**src/hw/mips_defs.svh**
```systemverilog
`ifndef MIPS_DEFS_SVH
`define MIPS_DEFS_SVH

`define WORD_W      32
`define REG_ADDR_W  5
`define RESET_PC    32'hBFC00000

// primary opcodes
`define OP_RTYPE    6'b000000
`define OP_BEQ      6'b000100
`define OP_BNE      6'b000101
`define OP_ADDIU    6'b001001
`define OP_ORI      6'b001101
`define OP_LUI      6'b001111
`define OP_LW       6'b100011
`define OP_SW       6'b101011

// function field, R-type only
`define FUNCT_ADDU  6'b100001
`define FUNCT_SUBU  6'b100011
`define FUNCT_AND   6'b100100
`define FUNCT_OR    6'b100101
`define FUNCT_XOR   6'b100110
`define FUNCT_SLT   6'b101010

`endif

```
**src/hw/mipsPkg.sv**
```systemverilog
`default_nettype none

`include "mips_defs.svh"

package mipsPkg;

    typedef logic [`WORD_W-1:0] word;         // data or address
    typedef logic [`REG_ADDR_W-1:0] regAddr;  // gpr number

    typedef enum logic [2:0] {
        ALU_ADD,
        ALU_SUB,
        ALU_AND,
        ALU_OR,
        ALU_XOR,
        ALU_SLT,
        ALU_LUI    // imm into upper half
    } aluOp;

endpackage

`default_nettype wire

```
**src/hw/pipeIf.sv**
```systemverilog
`timescale 1ns/1ns
`default_nettype none

interface fetchDecodeIf;
    import mipsPkg::*;

    word    pcD;
    word    pcPlus4D;
    word    instrD;
    regAddr rsD;   // source fields, back to hazard unit
    regAddr rtD;

    modport fetch (output pcD, pcPlus4D, instrD);
    modport decode (input pcD, pcPlus4D, instrD, output rsD, rtD);
    modport monitor (input rsD, rtD);
endinterface

interface decodeExecIf;
    import mipsPkg::*;

    word    pcE;
    word    pcPlus4E;
    regAddr rs, rt, dest;
    word    rd1, rd2, imm;
    aluOp   aluCtl;
    logic   useImm;
    logic   regWriteEn, memRead, memWrite;
    logic   isBranch, branchNe;

    modport decode (output pcE, pcPlus4E, rs, rt, dest, rd1, rd2, imm, aluCtl,
                    useImm, regWriteEn, memRead, memWrite, isBranch, branchNe);
    modport exec (input pcE, pcPlus4E, rs, rt, dest, rd1, rd2, imm, aluCtl,
                  useImm, regWriteEn, memRead, memWrite, isBranch, branchNe);
    modport monitor (input rs, rt, dest, memRead);
endinterface

interface execMemIf;
    import mipsPkg::*;

    word    pcM;
    word    aluOut;
    word    storeData;
    regAddr destM;
    logic   regWriteEnM, memReadM, memWriteM;

    modport exec (output pcM, aluOut, storeData, destM, regWriteEnM, memReadM, memWriteM);
    modport mem (input pcM, aluOut, storeData, destM, regWriteEnM, memReadM, memWriteM);
    modport monitor (input destM, regWriteEnM);
endinterface

interface hazardIf;
    logic       stallFront;  // F and D hold
    logic       freeze;      // whole pipe holds
    logic       flushD, flushE;
    logic [1:0] forwardA, forwardB;  // 0 reg, 1 mem, 2 wb

    modport control (output stallFront, freeze, flushD, flushE, forwardA, forwardB);
    modport stage (input stallFront, freeze, flushD, flushE, forwardA, forwardB);
endinterface

`default_nettype wire

```
**src/hw/fetchStage.sv**
```systemverilog
`timescale 1ns/1ns
`default_nettype none

`include "mips_defs.svh"

module fetchStage (
    input  wire                clk,
    input  wire                reset,
    output mipsPkg::word       pcF,
    input  wire mipsPkg::word  instrF,
    input  wire                branchTaken,
    input  wire mipsPkg::word  branchTarget,
    fetchDecodeIf.fetch        fd,
    hazardIf.stage             hz
);
    import mipsPkg::*;

    word pcPlus4F;
    word pcNext;
    logic advance;

    assign pcPlus4F = pcF + 32'd4;
    assign pcNext   = branchTaken ? branchTarget : pcPlus4F;
    assign advance  = !hz.freeze && !hz.stallFront;

    always_ff @(posedge clk) begin
        if (reset) begin
            pcF <= `RESET_PC;
        end else if (advance) begin
            pcF <= pcNext;
        end
    end

    // F/D register, zero word is a nop
    always_ff @(posedge clk) begin
        if (reset) begin
            fd.instrD <= '0;
        end else if (!hz.freeze) begin
            if (hz.flushD) begin
                fd.instrD <= '0;      // drops the slot after the delay slot
            end else if (!hz.stallFront) begin
                fd.instrD <= instrF;
            end
        end
    end

    always_ff @(posedge clk) begin
        if (advance) begin
            fd.pcD      <= pcF;
            fd.pcPlus4D <= pcPlus4F;
        end
    end

    // targets come from execute, must stay aligned
    pcAligned: assert property (@(posedge clk) disable iff (reset) pcF[1:0] == 2'b00);

endmodule

`default_nettype wire

```
**src/hw/regFile.sv**
```systemverilog
`timescale 1ns/1ns
`default_nettype none

module regFile (
    input  wire                   clk,
    input  wire                   reset,
    input  wire mipsPkg::regAddr  ra1,
    input  wire mipsPkg::regAddr  ra2,
    output mipsPkg::word          rd1,
    output mipsPkg::word          rd2,
    input  wire                   wbEn,
    input  wire mipsPkg::regAddr  wbAddr,
    input  wire mipsPkg::word     wbData
);
    import mipsPkg::*;

    word regs [0:31];

    // write-through so decode sees the value retiring this cycle
    function automatic word readReg(regAddr ra);
        if (ra == '0) begin
            return '0;
        end else if (wbEn && ra == wbAddr) begin
            return wbData;
        end
        return regs[ra];
    endfunction

    always_ff @(posedge clk) begin
        if (wbEn && !reset && wbAddr != '0) begin
            regs[wbAddr] <= wbData;
        end
    end

    assign rd1 = readReg(ra1);
    assign rd2 = readReg(ra2);

endmodule

`default_nettype wire

```
**src/hw/decodeStage.sv**
```systemverilog
`timescale 1ns/1ns
`default_nettype none

`include "mips_defs.svh"

module decodeStage (
    input  wire                clk,
    input  wire                reset,
    fetchDecodeIf.decode       fd,
    decodeExecIf.decode        de,
    hazardIf.stage             hz,
    output mipsPkg::regAddr    ra1,
    output mipsPkg::regAddr    ra2,
    input  wire mipsPkg::word  rd1,
    input  wire mipsPkg::word  rd2
);
    import mipsPkg::*;

    logic [5:0] opcode, funct;
    regAddr rdField, destD;
    aluOp aluCtlD;
    logic useImmD, zeroExtD, regWriteEnD, memReadD, memWriteD, isBranchD, branchNeD;
    word immD;

    assign opcode   = fd.instrD[31:26];
    assign funct    = fd.instrD[5:0];
    assign rdField  = fd.instrD[15:11];
    assign fd.rsD   = fd.instrD[25:21];
    assign fd.rtD   = fd.instrD[20:16];
    assign ra1      = fd.rsD;
    assign ra2      = fd.rtD;

    always_comb begin
        aluCtlD = ALU_ADD;
        {useImmD, zeroExtD, regWriteEnD, memReadD, memWriteD, isBranchD, branchNeD} = '0;
        destD = '0;    // no write unless set below
        case (opcode)
            `OP_RTYPE: begin
                regWriteEnD = 1'b1;
                destD = rdField;
                case (funct)
                    `FUNCT_ADDU: aluCtlD = ALU_ADD;
                    `FUNCT_SUBU: aluCtlD = ALU_SUB;
                    `FUNCT_AND:  aluCtlD = ALU_AND;
                    `FUNCT_OR:   aluCtlD = ALU_OR;
                    `FUNCT_XOR:  aluCtlD = ALU_XOR;
                    `FUNCT_SLT:  aluCtlD = ALU_SLT;
                    default: begin
                        regWriteEnD = 1'b0;   // sll r0 etc, nop
                        destD = '0;
                    end
                endcase
            end
            `OP_ADDIU: {useImmD, regWriteEnD, destD} = {2'b11, fd.rtD};
            `OP_ORI: begin
                aluCtlD = ALU_OR;
                {useImmD, zeroExtD, regWriteEnD, destD} = {3'b111, fd.rtD};
            end
            `OP_LUI: begin
                aluCtlD = ALU_LUI;
                {useImmD, regWriteEnD, destD} = {2'b11, fd.rtD};
            end
            `OP_LW: {useImmD, memReadD, regWriteEnD, destD} = {3'b111, fd.rtD};
            `OP_SW: {useImmD, memWriteD} = 2'b11;
            `OP_BEQ: isBranchD = 1'b1;
            `OP_BNE: {isBranchD, branchNeD} = 2'b11;
            default: ;
        endcase
    end

    assign immD = zeroExtD ? {16'b0, fd.instrD[15:0]} : {{16{fd.instrD[15]}}, fd.instrD[15:0]};

    // D/E control, bubble on load-use
    always_ff @(posedge clk) begin
        if (reset || hz.flushE) begin
            {de.regWriteEn, de.memRead, de.memWrite, de.isBranch} <= '0;
            de.dest <= '0;
            de.rs   <= '0;    // keeps forwarding quiet for the bubble
            de.rt   <= '0;
        end else if (!hz.freeze && !hz.stallFront) begin
            {de.regWriteEn, de.memRead, de.memWrite, de.isBranch} <=
                {regWriteEnD, memReadD, memWriteD, isBranchD};
            de.dest <= destD;
            de.rs   <= fd.rsD;
            de.rt   <= fd.rtD;
        end
    end

    always_ff @(posedge clk) begin
        if (!hz.freeze && !hz.stallFront) begin
            de.pcE      <= fd.pcD;
            de.pcPlus4E <= fd.pcPlus4D;
            de.rd1      <= rd1;
            de.rd2      <= rd2;
            de.imm      <= immD;
            de.aluCtl   <= aluCtlD;
            de.useImm   <= useImmD;
            de.branchNe <= branchNeD;
        end
    end

endmodule

`default_nettype wire

```
**src/hw/executeStage.sv**
```systemverilog
`timescale 1ns/1ns
`default_nettype none

module executeStage (
    input  wire                clk,
    input  wire                reset,
    decodeExecIf.exec          de,
    execMemIf.exec             em,
    hazardIf.stage             hz,
    input  wire mipsPkg::word  aluOutM,
    input  wire mipsPkg::word  resultW,
    output logic               branchTaken,
    output mipsPkg::word       branchTarget
);
    import mipsPkg::*;

    word rsVal, rtVal;
    word srcB;
    word aluResult;

    function automatic word fwdMux(logic [1:0] sel, word regVal);
        case (sel)
            2'd1:    return aluOutM;
            2'd2:    return resultW;
            default: return regVal;
        endcase
    endfunction

    assign rsVal = fwdMux(hz.forwardA, de.rd1);
    assign rtVal = fwdMux(hz.forwardB, de.rd2);
    assign srcB  = de.useImm ? de.imm : rtVal;

    always_comb begin
        case (de.aluCtl)
            ALU_ADD: aluResult = rsVal + srcB;
            ALU_SUB: aluResult = rsVal - srcB;
            ALU_AND: aluResult = rsVal & srcB;
            ALU_OR:  aluResult = rsVal | srcB;
            ALU_XOR: aluResult = rsVal ^ srcB;
            ALU_SLT: aluResult = ($signed(rsVal) < $signed(srcB)) ? 32'd1 : 32'd0;
            ALU_LUI: aluResult = {srcB[15:0], 16'b0};
            default: aluResult = '0;
        endcase
    end

    // beq/bne on forwarded operands
    assign branchTaken  = de.isBranch && ((rsVal == rtVal) ^ de.branchNe);
    assign branchTarget = de.pcPlus4E + {de.imm[29:0], 2'b00};

    always_ff @(posedge clk) begin
        if (reset) begin
            {em.regWriteEnM, em.memReadM, em.memWriteM} <= '0;
            em.destM <= '0;
        end else if (!hz.freeze) begin
            {em.regWriteEnM, em.memReadM, em.memWriteM} <=
                {de.regWriteEn, de.memRead, de.memWrite};
            em.destM <= de.dest;
        end
    end

    always_ff @(posedge clk) begin
        if (!hz.freeze) begin
            em.aluOut    <= aluResult;
            em.storeData <= rtVal;
            em.pcM       <= de.pcE;
        end
    end

    // a load in M has no data yet, load-use stall must have covered it
    noLoadForward: assert property (@(posedge clk) disable iff (reset)
        em.memReadM |-> (hz.forwardA != 2'd1 && hz.forwardB != 2'd1));

endmodule

`default_nettype wire

```
**src/hw/memWbStage.sv**
```systemverilog
`timescale 1ns/1ns
`default_nettype none

module memWbStage (
    input  wire                clk,
    input  wire                reset,
    execMemIf.mem              em,
    hazardIf.stage             hz,
    output logic               memEn,
    output logic               memWen,
    output mipsPkg::word       memAddr,
    output mipsPkg::word       memWdata,
    input  wire mipsPkg::word  memRdata,
    output mipsPkg::word       aluOutM,
    output mipsPkg::word       resultW,
    output logic               wbEn,
    output mipsPkg::regAddr    wbAddr,
    output mipsPkg::word       debugWbPc,
    output logic               debugWbRfWen,
    output mipsPkg::regAddr    debugWbRfWnum,
    output mipsPkg::word       debugWbRfWdata
);
    import mipsPkg::*;

    word resultM;
    word pcW;
    logic wFresh;    // W just loaded from M

    assign memEn    = (em.memReadM | em.memWriteM) & ~hz.freeze;  // one access per store
    assign memWen   = em.memWriteM & ~hz.freeze;
    assign memAddr  = em.aluOut;
    assign memWdata = em.storeData;
    assign aluOutM  = em.aluOut;
    assign resultM  = em.memReadM ? memRdata : em.aluOut;

    // W keeps its value through a freeze so the W forward path stays good,
    // the rewrite to the register file is the same value
    always_ff @(posedge clk) begin
        if (reset) begin
            wbEn   <= 1'b0;
            wFresh <= 1'b0;
        end else begin
            wFresh <= ~hz.freeze;
            if (!hz.freeze) begin
                wbEn <= em.regWriteEnM;
            end
        end
    end

    always_ff @(posedge clk) begin
        if (!hz.freeze) begin
            resultW <= resultM;
            wbAddr  <= em.destM;
            pcW     <= em.pcM;
        end
    end

    assign debugWbPc      = pcW;
    assign debugWbRfWen   = wbEn & wFresh & (wbAddr != '0);  // once per instruction
    assign debugWbRfWnum  = wbAddr;
    assign debugWbRfWdata = resultW;

endmodule

`default_nettype wire

```
**src/hw/hazardUnit.sv**
```systemverilog
`timescale 1ns/1ns
`default_nettype none

module hazardUnit (
    input  wire                   clk,
    input  wire                   reset,
    hazardIf.control              hz,
    input  wire                   iCacheStall,
    fetchDecodeIf.monitor         fd,
    decodeExecIf.monitor          de,
    execMemIf.monitor             em,
    input  wire                   branchTaken,
    input  wire                   wbEn,
    input  wire mipsPkg::regAddr  wbAddr
);
    import mipsPkg::*;

    logic loadUse;

    // mem stage wins over wb
    function automatic logic [1:0] fwdSel(regAddr src);
        if (em.regWriteEnM && em.destM != '0 && em.destM == src) begin
            return 2'd1;
        end else if (wbEn && wbAddr != '0 && wbAddr == src) begin
            return 2'd2;
        end
        return 2'd0;
    endfunction

    assign loadUse = de.memRead && de.dest != '0 && (de.dest == fd.rsD || de.dest == fd.rtD);

    assign hz.freeze     = iCacheStall;
    assign hz.stallFront = loadUse;
    assign hz.flushE     = loadUse & ~iCacheStall;
    assign hz.flushD     = branchTaken & ~iCacheStall;   // freeze beats redirect
    assign hz.forwardA   = fwdSel(de.rs);
    assign hz.forwardB   = fwdSel(de.rt);

    // E holds either a load or a branch, never both
    stallVsFlush: assert property (@(posedge clk) disable iff (reset)
        !(hz.stallFront && hz.flushD));

endmodule

`default_nettype wire

```
**src/hw/mipsCore.sv**
```systemverilog
`timescale 1ns/1ns
`default_nettype none

module mipsCore (
    input  wire                clk,
    input  wire                reset,
    output mipsPkg::word       pcF,
    input  wire mipsPkg::word  instrF,
    input  wire                iCacheStall,
    output logic               memEn,
    output logic               memWen,
    output mipsPkg::word       memAddr,
    output mipsPkg::word       memWdata,
    input  wire mipsPkg::word  memRdata,
    output mipsPkg::word       debugWbPc,
    output logic               debugWbRfWen,
    output mipsPkg::regAddr    debugWbRfWnum,
    output mipsPkg::word       debugWbRfWdata
);
    import mipsPkg::*;

    logic   branchTaken;
    word    branchTarget;
    word    aluOutM, resultW;
    logic   wbEn;
    regAddr wbAddr;
    regAddr ra1, ra2;
    word    rd1, rd2;

    fetchDecodeIf fdIf ();
    decodeExecIf  deIf ();
    execMemIf     emIf ();
    hazardIf      hzIf ();

    fetchStage fetch0 (
        .clk, .reset, .pcF, .instrF, .branchTaken, .branchTarget,
        .fd(fdIf), .hz(hzIf)
    );

    decodeStage decode0 (
        .clk, .reset, .fd(fdIf), .de(deIf), .hz(hzIf),
        .ra1, .ra2, .rd1, .rd2
    );

    regFile regs0 (
        .clk, .reset, .ra1, .ra2, .rd1, .rd2,
        .wbEn, .wbAddr, .wbData(resultW)
    );

    executeStage exec0 (
        .clk, .reset, .de(deIf), .em(emIf), .hz(hzIf),
        .aluOutM, .resultW, .branchTaken, .branchTarget
    );

    memWbStage memWb0 (
        .clk, .reset, .em(emIf), .hz(hzIf),
        .memEn, .memWen, .memAddr, .memWdata, .memRdata,
        .aluOutM, .resultW, .wbEn, .wbAddr,
        .debugWbPc, .debugWbRfWen, .debugWbRfWnum, .debugWbRfWdata
    );

    hazardUnit hazard0 (
        .clk, .reset, .hz(hzIf), .iCacheStall,
        .fd(fdIf), .de(deIf), .em(emIf),
        .branchTaken, .wbEn, .wbAddr
    );

endmodule

`default_nettype wire

```
**config.mk**
```make
export PLATFORM = sky130hd
export DESIGN_NAME = mipsCore
export DESIGN_NICKNAME = d
export VERILOG_FILES = /design/src/hw/mipsPkg.sv /design/src/hw/pipeIf.sv /design/src/hw/fetchStage.sv /design/src/hw/regFile.sv /design/src/hw/decodeStage.sv /design/src/hw/executeStage.sv /design/src/hw/memWbStage.sv /design/src/hw/hazardUnit.sv /design/src/hw/mipsCore.sv
export VERILOG_INCLUDE_DIRS = /design/src /design/src/hw
export SDC_FILE = /design/constraint.sdc
export NUM_CORES = 2
export LEC_CHECK = 0
export BUFFER_PORTS_ARGS = -buffer_cell sky130_fd_sc_hd__clkbuf_2
export CORE_MARGIN = 2
export CORE_UTILIZATION = 51
export CTS_CLUSTER_SIZE = 8
export DETAILED_ROUTE_END_ITERATION = 7
export PLACE_DENSITY = 0.64
export SLEW_MARGIN = 20
export SYNTH_ARGS = -nofsm -noshare
export SYNTH_HDL_FRONTEND = slang
export SYNTH_SLANG_ARGS = --single-unit
```
**constraint.sdc**
```tcl
create_clock -name clk -period 12.3 [get_ports clk]
set_clock_uncertainty 0.15 [all_clocks]
set_input_delay 2.46 -clock clk [delete_from_list [all_inputs] [get_ports clk]]
set_output_delay 2.46 -clock clk [all_outputs]
set_load 0.01 [all_outputs]
```
==> key figures <==
Global route
  • Initial antenna violation count: 11
  • GRT Resource Usage Total: 29.3%
  • First-pass GRT wire length: 309000 microns
  • Remaining Overflow, GRT: 0
  • Largest net degree at the start of global routing: 125
  • Via count of the first global-routing pass: 43700

Synth
  • Post-Synth XOR/XNOR Area: 1.70%
  • Yosys reg bits: 1502
  • Synth Area in Adders: 2.27%
  • Synth area leaders: edfxtp_1 (57%), mux4_2 (20%), dfxtp_1 (2.8%), mux2i_1 (2.3%), ha_1 (2.2%)
  • Largest area contributor in the netlist: edfxtp_1
  • Share of the synthesized area in the top cell type: 57.4%
  • Largest family of logic cells by synthesized area: multiplexers
  • Synth Area in Simple Gates: 4.19%
  • Top_reg_cell synth: edfxtp_1
  • Post-synthesis mux area share: 22.6%
  • Synth Area in Compound Gates: 6.61%
  • Mean post-synth cell area: 16.6 sq um
  • Post-synthesis cell area: 0.0731 sq mm
  • Sequential share of the synthesized area: 60.3%
  • Ys async rst share: 0%
  • Gate Count Post-Synth: 4412
  • Yosys warns: 0
  • Post-synthesis cell type count: 84
  • Post-synth EDFFs: 1399

Critical path
  • CP bufs+invs: 2
  • Arrival @ worst endpoint: 7.69 ns
  • Critical path type: reg -> reg
  • Critical path peak fanout: 32
  • CP top delay family: compound AO/OA/AOI/OAI gates
  • Critical Path End Type: flip-flop
  • Max stage delay on crit path: 0.63 ns
  • Crit-path slowest cell: edfxtp_1
  • Critical path, cell by cell: or3_1 -> nor3_4 -> nor4_4 -> buf_4 -> mux2i_1 -> a21oi_1 -> mux2i_1 -> inv_1 -> ha_1 -> or3_1 -> or4_1 -> o311ai_0 -> o21ai_0 -> o31ai_1 -> nand4b_1 -> a221oi_1 -> a2111oi_0 -> xnor2_1 -> o21ai_0
  • Critical Path RT: 12.69 ns
  • Setup crit start kind: flip-flop

Placed design
  • Placed cell count: 6375
  • I/O Buffers: 234
  • HPWL Detailed: 129000 microns
  • RePlAce Congestion: 0.920

Final layout
  • Fraction of layout cells with a size suffix above 1: 27.8%
  • Layout filler cell count: 10800
  • Final nets: 4891
  • Commonest cells after routing, fill and taps aside: edfxtp_1 (1399), mux4_2 (641), clkbuf_2 (234), nor2_1 (229), clkbuf_16 (209)
  • Fin cells: 6656
  • Most common cell after layout, fill and taps aside: edfxtp_1
  • Syn-to-layout area delta: 12.9%

Route
  • Via-per-instance ratio: 6.70
  • Pre-antenna DRT Iters: 6
  • Final WL: 214000 microns
  • Post-DRT Antenna Nets: 0
  • Initial drt markers: 5712
  • Wire length per cell: 32.2 microns
  • DRC violations left: 0
  • Vias: 44600

Timing
  • Max-slew violations: 0
  • Post-Route Setup TNS: 0 ns
  • Fmax: 137 MHz
  • Final worst-path cycle share: 59.3%
  • Setup violators final: 0
  • Slew headroom: 24.3%
  • Worst slew pin tran: 1.13 ns
  • Unrepaired setup endpoints after global routing: false
  • Final worst path period need: 7.30 ns
  • Final hold vios: 0

Floorplan
  • Initial Util: 51.5%
  • Core ar.: 0.142 sq mm
  • Die Ht: 383 microns
  • Rows: 138
  • DIE AREA: 0.146 sq mm
  • Die W: 383 microns
  • I/O pins: 235

Clock tree
  • Clock latency on the worst-skew pair: 0.83 ns
  • Clock net sink count: 1502
  • Maximum clock path buffer count: 3
  • Clock-pin slew on the worst setup and hold paths: 0.05 ns
  • CTS Hold Bufs: 0
  • CTS H-tree lvls: 4
  • CTS tree: done
  • CTS buffer count: 206
  • CTS root buf: clkbuf_16
  • Post-CTS setup buffers: 0
  • Gates resized, CTS repair: 0

Run
  • Max-cap violations: 0

Worst hold path
  • HP Class: reg -> reg

Power and ir drop
  • Largest vdd supply drop: 0.137 mV
  • Leak Pwr: 27.0 nW
  • Power density over the cells: 154 mW/mm^2

Run status
  • Status: complete, no violations
## metrics by stage
step | instance area, sq um | utilization [%] | setup slack (ns) | hold slack, ns | power (W)
floorplan | 73300 | - | 2.38 | 0.250 | 0.00707
global placement | 76800 | 54.1 | 5.27 | 0.251 | 0.00765
detailed placement | 76800 | 54.1 | 5.13 | 0.255 | 0.00766
CTS | 82600 | 58.2 | 5.09 | 0.240 | 0.0128
global route | 82600 | 58.2 | 4.60 | 0.254 | 0.0132
finish | 82600 | 58.2 | 5.00 | 0.242 | 0.0127
## kinds of logic (layout without fill, tap and decap cells)
group | Yosys count | in the layout
muxes | 846 | 846
and+or+nand+nor | 664 | 664
buffers and inverters | 435 | 757
AOI/OAI and AO/OA | 691 | 691
other | 1 | 33
adders and majority gates | 131 | 131
DFF | 1502 | 1502
xor gates and xnor gates | 142 | 142
## routing by layer
metal	GRT usage, %	up-vias	wire length (microns)
met4	11.3	10	8560
met1	41.6	23200	84000
met3	6.26	403	22400
met2	44.7	2422	99300
met5	0	-	68
li1	-	18600	-
## flip-flops by register name, summed over array words and instances (netlist names), 17 cells and up, named ones only
name                   flops
fetch0.fd.pcD             30
fetch0.fd.pcPlus4D        32
decode0.de.rd2            32
decode0.de.rd1            32
decode0.de.pcPlus4E       32
decode0.de.imm            17
memWb0.debugWbPc          32
exec0.em.storeData        32
exec0.em.aluOut           32
memWb0.debugWbRfWdata     32
fetch0.pcF                32
fetch0.fd.instrD          32
exec0.em.pcM              32
decode0.de.pcE            30
regs0.regs              1024
## where the power goes
group,switching [W],internal [W],leakage (nW)
sequential,0.000150,0.00580,13.7
clock,0.00211,0.00305,2.76
combinational,0.000988,0.000651,10.6
total,0.00325,0.00950,27.0
## Yosys cell counts (all sizes together), types with 35 or more instances
master and count:
xor2 49, xnor2 93, mux4 641, nor2 264
clkbuf 211, a221oi 35, o21ai 116, edfxtp 1399
dfxtp 103, a21o 48, a211oi 84, ha 128
nand3 43, o21a 37, mux2i 170, inv 121
buf 102, mux2 35, nand2 159, nor3 54
a21oi 141
## final timing paths
kind / cells after the start / slack (ns) / from / to
hold / removal: 0 / 0.24 / decode0.de.pcE[26] / exec0.em.pcM[26]
setup / recovery: 19 / 5.00 / memWb0.debugWbRfWnum[2] / exec0.em.aluOut[31]
setup reg to reg: 19 / 5.00 / memWb0.debugWbRfWnum[2] / exec0.em.aluOut[31]
hold reg to reg: 0 / 0.24 / decode0.de.pcE[26] / exec0.em.pcM[26]
## cell type report
| cell class | count | area [sq um] | share of cell area (%) |
|---|---|---|---|
| antenna | 1 | 2.50 | 0.00303 |
| inverter | 122 | 473 | 0.573 |
| tap | 1890 | 2360 | 2.86 |
| clock buffer | 267 | 5450 | 6.60 |
| timing repair buffer | 355 | 2140 | 2.60 |
| sequential | 1502 | 44100 | 53.4 |
| clock inverter | 13 | 298 | 0.361 |
| multi-input combinational | 2506 | 27800 | 33.6 |
No activity file was read; power rests on OpenSTA's default activity.
